### src/logic/cart_pkg.sv
package cart_pkg;

	//////////////////////////////
	// Widths with a meaning
	//////////////////////////////

	typedef logic [15:0] word_t;     // Download or CPU data word
	typedef logic [24:0] dl_addr_t;  // Download byte address
	typedef logic [7:0]  dl_index_t;
	typedef logic [23:1] cpu_addr_t; // CPU word address
	typedef logic [10:0] rom_mask_t; // Covers address bits 23:13
	typedef logic [4:0]  bank_t;     // 512 KB units
	typedef logic [1:0]  region_t;

	typedef enum region_t {
		REGION_JP = 2'd0,
		REGION_US = 2'd1,
		REGION_EU = 2'd2
	} region_code_e;

	//////////////////////////////
	// Bus bundles
	//////////////////////////////

	typedef struct packed {
		logic      download;
		logic      wr;
		dl_index_t index;
		dl_addr_t  addr;
		word_t     data;
	} ioctl_bus_t;

	typedef struct packed {
		logic      page_ce_n; // Mapper register page select
		logic      rnw;
		cpu_addr_t va;
		word_t     vdo;
	} cpu_bus_t;

	typedef struct packed {
		logic       strobe;   // Toggles on every key event
		logic       pressed;
		logic [8:0] code;
	} ps2_key_t;

	// Flags end up in the top 32 bits
	typedef struct packed {
		logic [31:0] flags;
		logic [31:0] address;
		logic [31:0] compare;
		logic [31:0] replace;
	} cheat_code_t;

	//////////////////////////////
	// Download indexes and keys
	//////////////////////////////

	localparam logic [5:0] IDX_ROM_MAX       = 6'd1;
	localparam int         IDX_CART_BIT      = 6;
	localparam dl_index_t  IDX_CHEAT         = 8'hFF;
	localparam dl_addr_t   HDR_REGION_ADDR   = 25'h1F0;
	localparam logic [8:0] KEY_F1            = 9'h005;
	localparam logic [8:0] KEY_F2            = 9'h006;
	localparam logic [8:0] KEY_F3            = 9'h004;
	localparam int         NUM_BANKS         = 8;
	localparam logic [3:0] CHEAT_LAST_OFFSET = 4'd14;

endpackage

### src/logic/cart_header_sniffer.sv
`timescale 1ns/1ns

module cart_header_sniffer import cart_pkg::*; (
	input  logic       clk_sys,
	input  logic       reset,
	input  ioctl_bus_t ioctl,
	output logic       rom_loading,
	output logic       hdr_ready,
	output region_t    hdr_region,
	output rom_mask_t  rom_mask
);

	logic loading_d;
	logic dl_start;
	logic dl_end;
	logic rom_wr;
	logic cart_mode;

	// Index 0 is the BIOS, 1 the cartridge image
	assign rom_loading = ioctl.download & (ioctl.index[5:0] <= IDX_ROM_MAX);
	assign rom_wr      = rom_loading & ioctl.wr;
	assign cart_mode   = ioctl.index[IDX_CART_BIT];

	assign dl_start = rom_loading & ~loading_d;
	assign dl_end   = ~rom_loading & loading_d;

	always_ff @(posedge clk_sys) begin
		if (reset) begin
			loading_d <= 1'b0;
		end else begin
			loading_d <= rom_loading;
		end
	end

	//////////////////////////////
	// Region letter in the header
	//////////////////////////////

	always_ff @(posedge clk_sys) begin
		if (reset) begin
			hdr_ready  <= 1'b0;
			hdr_region <= REGION_JP;
		end else begin
			if (dl_start) begin
				hdr_ready  <= 1'b0;
				hdr_region <= REGION_JP;
			end
			if (dl_end)
				hdr_ready <= 1'b0;

			if (rom_wr && ioctl.addr == HDR_REGION_ADDR) begin
				if (ioctl.data[7:0] == "J")
					hdr_region <= REGION_JP;
				else if (ioctl.data[7:0] == "U")
					hdr_region <= REGION_US;
				else
					hdr_region <= REGION_EU; // Any other letter
				hdr_ready <= 1'b1;
			end
		end
	end

	//////////////////////////////
	// ROM size mask
	//////////////////////////////

	// Grows with the highest address written, kept after the download
	always_ff @(posedge clk_sys) begin
		if (rom_wr && cart_mode) begin
			if (ioctl.addr == '0)
				rom_mask <= '0; // New image
			else
				rom_mask <= rom_mask | ioctl.addr[23:13];
		end
	end

endmodule

### src/logic/region_select.sv
`timescale 1ns/1ns

module region_select import cart_pkg::*; (
	input  logic     clk_sys,
	input  logic     reset,
	input  ps2_key_t ps2_key,
	input  logic     hdr_ready,
	input  region_t  hdr_region,
	output region_t  region_req,
	output logic     region_set
);

	logic strobe_d;
	logic ready_d;
	logic key_event;
	logic ready_rise;
	logic ready_fall;

	assign key_event  = ps2_key.strobe ^ strobe_d;
	assign ready_rise = hdr_ready & ~ready_d;
	assign ready_fall = ~hdr_ready & ready_d;

	// Previous levels for edge detection
	always_ff @(posedge clk_sys) begin
		strobe_d <= ps2_key.strobe;
		ready_d  <= hdr_ready;
	end

	always_ff @(posedge clk_sys) begin
		if (reset) begin
			region_req <= REGION_JP;
			region_set <= 1'b0;
		end else begin
			if (key_event) begin
				case (ps2_key.code)
					KEY_F1: begin
						region_req <= REGION_JP;
						region_set <= ps2_key.pressed;
					end
					KEY_F2: begin
						region_req <= REGION_US;
						region_set <= ps2_key.pressed;
					end
					KEY_F3: begin
						region_req <= REGION_EU;
						region_set <= ps2_key.pressed;
					end
					default: ; // Other keys ignored
				endcase
			end

			// Header result wins over a key in the same cycle
			if (ready_rise) begin
				region_req <= hdr_region;
				region_set <= 1'b1;
			end
			if (ready_fall)
				region_set <= 1'b0;
		end
	end

endmodule

### src/logic/bank_mapper.sv
`timescale 1ns/1ns

module bank_mapper import cart_pkg::*; (
	input  logic      clk_sys,
	input  logic      reset,
	input  cpu_bus_t  cpu,
	input  logic      rom_loading,
	input  rom_mask_t rom_mask,
	output cpu_addr_t rom_addr
);

	bank_t     banks [NUM_BANKS];
	logic      page_ce_d;
	logic      page_fall;
	logic      big_rom;
	logic      bank_wr;
	logic [2:0] reg_sel;
	bank_t     bank_sel;
	cpu_addr_t banked_addr;

	assign page_fall = page_ce_d & ~cpu.page_ce_n;
	assign big_rom   = |rom_mask[10:9]; // Larger than 4 MB
	assign reg_sel   = cpu.va[3:1];

	// Register 0 is fixed, it maps the vector table
	assign bank_wr = page_fall & ~cpu.rnw & (reg_sel != 3'd0) & big_rom;

	always_ff @(posedge clk_sys) begin
		if (reset) begin
			page_ce_d <= 1'b1;
		end else begin
			page_ce_d <= cpu.page_ce_n;
		end
	end

	//////////////////////////////
	// Bank registers
	//////////////////////////////

	always_ff @(posedge clk_sys) begin
		if (reset || rom_loading) begin
			for (int i = 0; i < NUM_BANKS; i++)
				banks[i] <= bank_t'(i); // Identity map
		end else if (bank_wr) begin
			banks[reg_sel] <= cpu.vdo[4:0];
		end
	end

	//////////////////////////////
	// Address translation
	//////////////////////////////

	// Each 512 KB window of the CPU space picks a bank
	assign bank_sel    = banks[cpu.va[21:19]];
	assign banked_addr = {bank_sel, cpu.va[18:1]};

	// Wrap inside the loaded image
	assign rom_addr = banked_addr & {rom_mask, 12'hFFF};

endmodule

### src/logic/cheat_code_loader.sv
`timescale 1ns/1ns

module cheat_code_loader import cart_pkg::*; (
	input  logic        clk_sys,
	input  logic        reset,
	input  ioctl_bus_t  ioctl,
	output cheat_code_t cheat_code,
	output logic        cheat_strobe_md,
	output logic        cheat_strobe_cd,
	output logic        cheat_reset
);

	logic       cheat_wr;
	logic [3:0] offset;
	logic       last_word;

	assign cheat_wr  = ioctl.download & (ioctl.index == IDX_CHEAT) & ioctl.wr;
	assign offset    = ioctl.addr[3:0]; // Byte offset in a 16 byte code
	assign last_word = cheat_wr & (offset == CHEAT_LAST_OFFSET);

	//////////////////////////////
	// Code assembly
	//////////////////////////////

	// Low half word of each field comes first
	always_ff @(posedge clk_sys) begin
		if (cheat_wr) begin
			case (offset)
				4'd0:  cheat_code.flags[15:0]    <= ioctl.data;
				4'd2:  cheat_code.flags[31:16]   <= ioctl.data;
				4'd4:  cheat_code.address[15:0]  <= ioctl.data;
				4'd6:  cheat_code.address[31:16] <= ioctl.data;
				4'd8:  cheat_code.compare[15:0]  <= ioctl.data;
				4'd10: cheat_code.compare[31:16] <= ioctl.data;
				4'd12: cheat_code.replace[15:0]  <= ioctl.data;
				CHEAT_LAST_OFFSET: cheat_code.replace[31:16] <= ioctl.data;
				default: ;
			endcase
		end
	end

	//////////////////////////////
	// Strobes
	//////////////////////////////

	always_ff @(posedge clk_sys) begin
		if (reset) begin
			cheat_strobe_md <= 1'b0;
			cheat_strobe_cd <= 1'b0;
			cheat_reset     <= 1'b0;
		end else begin
			// Address bit 31 selects the CD side
			cheat_strobe_md <= last_word & ~cheat_code.address[31];
			cheat_strobe_cd <= last_word & cheat_code.address[31];
			cheat_reset     <= cheat_wr & (ioctl.addr == '0); // New cheat file
		end
	end

endmodule

### src/logic/cart_loader_top.sv
`timescale 1ns/1ns

module cart_loader_top import cart_pkg::*; (
	input  logic        clk_sys,
	input  logic        reset,

	input  ioctl_bus_t  ioctl,
	input  cpu_bus_t    cpu,
	input  ps2_key_t    ps2_key,

	output region_t     region_req,
	output logic        region_set,
	output cpu_addr_t   rom_addr,
	output logic        rom_loading,

	output cheat_code_t cheat_code,
	output logic        cheat_strobe_md,
	output logic        cheat_strobe_cd,
	output logic        cheat_reset
);

	logic      hdr_ready;
	region_t   hdr_region;
	rom_mask_t rom_mask;

	cart_header_sniffer sniffer_i (
		.clk_sys     (clk_sys),
		.reset       (reset),
		.ioctl       (ioctl),
		.rom_loading (rom_loading),
		.hdr_ready   (hdr_ready),
		.hdr_region  (hdr_region),
		.rom_mask    (rom_mask)
	);

	region_select region_i (
		.clk_sys    (clk_sys),
		.reset      (reset),
		.ps2_key    (ps2_key),
		.hdr_ready  (hdr_ready),
		.hdr_region (hdr_region),
		.region_req (region_req),
		.region_set (region_set)
	);

	bank_mapper mapper_i (
		.clk_sys     (clk_sys),
		.reset       (reset),
		.cpu         (cpu),
		.rom_loading (rom_loading),
		.rom_mask    (rom_mask),
		.rom_addr    (rom_addr)
	);

	cheat_code_loader cheat_i (
		.clk_sys         (clk_sys),
		.reset           (reset),
		.ioctl           (ioctl),
		.cheat_code      (cheat_code),
		.cheat_strobe_md (cheat_strobe_md),
		.cheat_strobe_cd (cheat_strobe_cd),
		.cheat_reset     (cheat_reset)
	);

endmodule

### config.mk
export PLATFORM = sky130hd
export DESIGN_NAME = cart_loader_top
export DESIGN_NICKNAME = d
export VERILOG_FILES = /design/src/logic/cart_pkg.sv /design/src/logic/cart_header_sniffer.sv /design/src/logic/region_select.sv /design/src/logic/bank_mapper.sv /design/src/logic/cheat_code_loader.sv /design/src/logic/cart_loader_top.sv
export SDC_FILE = /design/constraint.sdc
export NUM_CORES = 1
export LEC_CHECK = 0
export BUFFER_PORTS_ARGS = -buffer_cell sky130_fd_sc_hd__buf_2
export CAP_MARGIN = 25
export CORE_ASPECT_RATIO = 1.25
export CORE_MARGIN = 3
export CORE_UTILIZATION = 46
export DETAILED_ROUTE_END_ITERATION = 10
export HOLD_SLACK_MARGIN = 0.08
export PLACE_DENSITY_LB_ADDON = 0.08
export SYNTH_ARGS = -nofsm -noshare
export SYNTH_HDL_FRONTEND = slang
export SYNTH_SLANG_ARGS = --single-unit
### constraint.sdc
create_clock -name clk_sys -period 2.8 [get_ports clk_sys]
set_input_delay 0.28 -clock clk_sys [delete_from_list [all_inputs] [get_ports clk_sys]]
set_output_delay 0.28 -clock clk_sys [all_outputs]
set_load 0.05 [all_outputs]
==> results_dict.tcl, run 1 <==
set metrics [dict create \
    outcome "completed" \
    crit_type "input port to flip-flop" \
    drv_cap 0 \
    synth_area_um2 7041 \
    timing.fmax_ghz 0.4467 \
    synth_edf_count 179 \
    regToRegStartpoint "sniffer_i.rom_mask[10]$_SDFFCE_PN0P_" \
    swShare_pct 21.33 \
    vias 4366 \
    synth.avg_cell_area_um2 17.47 \
    crit_required_ns 2.91 \
    grt_max_degree 19 \
    clkPwrFrac_pct 40.5 \
    synthFlopType "edfxtp_1" \
    drt_iter0_markers 245 \
    grt.total_usage_pct 19.04 \
    routed_wirelength_um 16080 \
    grt_pass1_wl_um 23520 \
    finClkSkew_ns 0.007154 \
    fillerInstances 1108 \
    clock_latency_ns 0.42 \
    clockRootBuffer "clkbuf_16" \
    syn_to_final_growth_pct 28.13 \
    ys_types 46 \
    synth_area_leaders "edfxtp_1 76%, dfxtp_1 3.7%, mux4_2 3.2%" \
    dieHeight_um 144.3 \
    setup-tns-final_ns 0 \
    firstDrtPassIters 4 \
    synthArstFlopShare_pct 0 \
    p_leak_nw 3.470 \
    core_area_um2 14710 \
    layout-drive-gt1-share_pct 45.03 \
    reg2reg_slack_ns 0.83 \
    hold_violations 0 \
    end_kind "flip-flop" \
    wl_per_cell_um 19.09 \
    overflow 0 \
    synth-seq-area-share_pct 80.04 \
    core.rowCount 49 \
    cts_tree "done" \
    worstPathArrival_ns 2.35 \
    port_buffers 231 \
    cts_setup_buffers 0 \
    diodes 0 \
    gp_congestion 0.7921 \
    tightest_slew_ns 0.7759 \
    crit_path_end "mapper_i.banks[2][3]$_SDFFCE_PN0P_" \
    power_switching_mw 1.220 \
    final_antenna_net_count 0 \
    ir_drop_uv 350.9 \
    internal_power_mw 4.501 \
    slew_headroom_pct 47.54 \
    initial_core_util_pct 47.85 \
    r2r-end "mapper_i.banks[2][3]$_SDFFCE_PN0P_" \
    power_mw 5.722 \
    worstRegToRegCells 3 \
    seqPwrFrac_pct 55.2 \
    synth_top_area_cell "edfxtp_1" \
    synth.top_cell.area_share_pct 76.35 \
    final_min_period_over_clock_period_pct 79.96 \
    hpwl_um 11870 \
    clock-sinks 192 \
    finalSetupViolCount 0 \
    routed_via_density 5.185 \
    multi_input_area_um2 1296 \
    seqCellArea_um2 5635 \
    slew_violations 0 \
    dieWidth_um 116.7 \
    nets 756 \
    grt_pass1_vias 4215 \
    hold_class "input port to flip-flop" \
    clk_pin_slew_worst_paths_ns 0.07 \
    crit_start "cpu[40]" \
    rsz0062_at_grt "false" \
    antenna_found_initial 0 \
    powerDensity_nw_per_um2 634.2 \
    ios 263 \
    ys_warn_count 0 \
    layout_common_cells "231 x buf_2, 179 x edfxtp_1, 37 x nor2_1" \
    min_period_ns 2.239 \
    synthCells 403 \
    path_max_fanout 6 \
    htreeDepth 4 \
    min_path_cells 1 \
    numCtsBuffers 17 \
    drc 0 \
    ys_seq_elements 192 \
    p_comb_share_pct 4.3 \
    die_area_um2 16840 \
    final_common_cell "buf_2" \
    setup.worst_path.start_class "input port" \
    cts_buffer_depth 2 \
]
## cell usage after synthesis (2+ instances only)
cell type  number
edfxtp_1      179
nor2_1         43
and2_1         23
nand2b_1       16
nand2_1        14
dfxtp_1        13
buf_4          12
mux4_2         10
nor4_1          9
inv_1           8
mux2i_1         8
nand3_1         7
nor2b_1         5
nor3_1          5
nand4_1         4
or2_2           4
and4_1          3
clkbuf_1        3
nor4b_1         3
o21ai_0         3
or3_1           3
nor4bb_1        2
o211ai_1        2
or4_1           2
## flip-flops by register name (all words and copies together) (netlist names)
signal / count
cheat_i.cheat_code: 128
sniffer_i.hdr_ready: 1
cheat_i.cheat_strobe_md: 1
sniffer_i.hdr_region: 2
region_i.strobe_d: 1
mapper_i.banks: 40
region_i.region_set: 1
cheat_i.cheat_reset: 1
sniffer_i.rom_mask: 11
cheat_i.cheat_strobe_cd: 1
region_i.ready_d: 1
mapper_i.page_ce_d: 1
sniffer_i.loading_d: 1
region_i.region_req: 2
## per-stage QoR
stage,hold slack [ns],util (%),area (um^2),std cells,setup slack [ns]
floorplan,0.3077,-,7056,407,0.4211
global placement,0.3872,57.22,8419,808,0.6072
detailed placement,0.3972,57.22,8419,808,0.4740
CTS,0.1059,61.31,9021,842,0.5614
global route,0.1106,61.31,9021,842,0.4171
finish,0.1232,61.31,9021,842,0.5612
## power by group through the flow
stage / clock network, mW / logic, mW / registers [mW]
floorplan: 0 / 0.151 / 3.22
global placement: 0 / 0.236 / 3.22
detailed placement: 0 / 0.244 / 3.22
CTS: 2.36 / 0.247 / 3.16
global route: 2.48 / 0.268 / 3.16
finish: 2.32 / 0.245 / 3.16
## cells by family after synthesis
kind of cell	count (synthesis)	synth area share, %
compound gates	13	1.404
mux	18	4.336
other cells	1	0.05326
simple gates	151	11.84
buf+inv	27	2.204
flops	192	80.04
xor+xnor	1	0.1244
## what timing repair did
action / CTS / global route
hold endpoints to repair: 2 / 0
gates resized for setup: 0 / 0
hold buffers: 2 / 0
## worst max-delay path: stages
cell	delay (ns)
dlygate4sd3_1	0.54
buf_2	0.13
nor2_1	0.14
o211ai_1	0.22
nor4b_1	0.70
nand2b_1	0.34
## metal layers
metal	global-route usage (%)	up-vias	routed length, um
met5	0	-	0
met4	6.159	0	269
met3	5.609	20	1113
met2	33.51	198	8522
met1	22.37	2130	6171
li1	-	2018	-
## worst min-delay path by stage
stage	slack, ns	startpoint	endpoint
4_1_cts	0.11	ioctl[15]	cheat_i.cheat_code[15]$_DFFE_PP_
6_report	0.12	ioctl[12]	cheat_i.cheat_code[60]$_DFFE_PP_
2_1_floorplan	0.31	ps2_key[10]	region_i.strobe_d$_DFF_P_
3_5_place_dp	0.40	sniffer_i.hdr_ready$_SDFFE_PP0P_	region_i.ready_d$_DFF_P_
5_1_grt	0.11	ioctl[12]	cheat_i.cheat_code[12]$_DFFE_PP_
3_3_place_gp	0.39	sniffer_i.hdr_ready$_SDFFE_PP0P_	region_i.ready_d$_DFF_P_
## layout make-up
cell class | instances | area share, %
multi-input combinational | 188 | 14.37
clock inverter | 14 | 1.692
timing repair buffer | 243 | 13.87
clock buffer | 18 | 4.757
inverter | 9 | 0.3745
tap | 178 | 2.469
sequential | 192 | 62.47
No activity file was read; power rests on OpenSTA's default activity.
==> inputs of run 2 (changes only) <==
==> constraint.sdc (replaced) <==
create_clock -name clk_sys -period 2.2 [get_ports clk_sys]
set_input_delay 0.22 -clock clk_sys [delete_from_list [all_inputs] [get_ports clk_sys]]
set_output_delay 0.22 -clock clk_sys [all_outputs]
set_load 0.05 [all_outputs]
==> results_dict.tcl, run 2 (synthesis gave the netlist of run 1 again) <==
set metrics [dict create \
    drt_iter0_markers 236 \
    rsz0062_at_grt "false" \
    drv_cap 0 \
    core.rowCount 49 \
    crit_type "input port to flip-flop" \
    tightest_slew_ns 0.6919 \
    port_buffers 231 \
    overflow 0 \
    p_leak_nw 3.548 \
    clk_pin_slew_worst_paths_ns 0.07 \
    grt_pass1_vias 4409 \
    end_kind "flip-flop" \
    slew_violations 0 \
    numCtsBuffers 17 \
    fillerInstances 1095 \
    powerDensity_nw_per_um2 809.6 \
    layout_setup_ws_ns 0.09918 \
    finalSetupViolCount 0 \
    outcome "completed" \
    die_area_um2 16840 \
    final_antenna_net_count 0 \
    final_common_cell "buf_2" \
    slowest_delay_ns 0.73 \
    min_period_ns 2.101 \
    path_max_fanout 6 \
    nets 768 \
    grt_max_degree 21 \
    routed_wirelength_um 16300 \
    final_area_um2 9198 \
    vias 4350 \
    wl_per_cell_um 19.09 \
    layout-drive-gt1-share_pct 45.41 \
    core_area_um2 14710 \
    syn_to_final_growth_pct 30.64 \
    grt_pass1_wl_um 24470 \
    cp_slowest_cell "or4b_2" \
    crit_chain "dlygate4sd3_1 > buf_2 > nor2_1 > o211ai_1 > or4b_2 > nand2_1" \
    worst-path-buf-inv 2 \
    setup-tns-final_ns 0 \
    hpwl_um 12110 \
    dieHeight_um 144.3 \
    clock-sinks 192 \
    postPlaceCellArea_um2 8482 \
    gp_congestion 0.8196 \
    final_min_period_over_clock_period_pct 95.49 \
    layout_common_cells "231 x buf_2, 179 x edfxtp_1, 37 x nor2_1" \
    slew_headroom_pct 53.22 \
    drc 0 \
    path_delay_family "simple AND/OR/NAND/NOR gates" \
    routed_via_density 5.094 \
    diodes 0 \
    initial_core_util_pct 47.85 \
    firstDrtPassIters 4 \
    ios 263 \
    hold_class "input port to flip-flop" \
    finClkSkew_ns 0.006853 \
    hold_violations 0 \
    power_mw 7.447 \
    clock_latency_ns 0.42 \
    grt.total_usage_pct 19.64 \
    setup.worst_path.start_class "input port" \
    cts_tree "done" \
    largest_reg_flops 128 \
    timing.fmax_ghz 0.4760 \
    dieWidth_um 116.7 \
    utilization_pct 62.51 \
    clockRootBuffer "clkbuf_16" \
    cts_buffer_depth 2 \
    pre_cts_slack_ns 0.07031 \
    ir_drop_uv 351.6 \
    worstPathArrival_ns 2.21 \
    crit_required_ns 2.31 \
    htreeDepth 4 \
    antenna_found_initial 0 \
]
[run 2: cell count changes in the layout (fill, tap and decap cells not counted), moves of 2 or more]
cell / before / now
buf_12: 0 / 2
buf_4: 10 / 13
clkinv_4: 5 / 2
clkinv_8: 2 / 5
dlygate4sd3_1: 2 / 9
inv_8: 1 / 3
[run 2: final cells by class]
type	count	area, um^2	area share [%]
multi-input cells	188	1303	14.16
flip-flops and latches	192	5635	61.27
repair buffers	255	1384	15.05
clock buffers	17	425.4	4.625
inverters	9	33.78	0.3673
clock inverters	15	193.9	2.109
well taps	178	222.7	2.421
[run 2: power by group]
part / switching, mW / internal, mW
Combinational: 0.199 / 0.127
Sequential: 0.0104 / 4.01
Clock: 1.46 / 1.64
[run 2: final timing paths]
check	from	to	slack [ns]	cells after the start
hold / removal	ioctl[14]	cheat_i.cheat_code[14]$_DFFE_PP_	0.1	1
hold reg to reg	sniffer_i.hdr_ready$_SDFFE_PP0P_	region_i.ready_d$_DFF_P_	0.42	0
setup / recovery	cpu[40]	mapper_i.banks[5][3]$_SDFFCE_PN0P_	0.1	6
setup reg to reg	sniffer_i.rom_mask[9]$_SDFFCE_PN0P_	mapper_i.banks[5][3]$_SDFFCE_PN0P_	0.28	3
[run 2: per-stage QoR]
step                      cells  hold slack (ns)
after global placement      813           0.3486
after CTS                   854          0.08261
final                       854          0.09836
after floorplan             407           0.2477
after global routing        854          0.08242
after detailed placement    813           0.3520
[run 2: timing repair]
action | CTS | global route
buffers inserted | 0 | 0
hold buffers | 9 | 0
endpoints found under the setup margin | 0 | 5
resized for setup | 0 | 1
hold endpoints to repair | 58 | 0
[run 2: per-layer routing]
metal	up-vias	wire [um]	GRT usage, %
met4	0	291	7.005
met1	2103	6362	24.04
li1	2041	-	-
met5	-	0	0
met2	183	8563	34.24
met3	23	1085	4.353
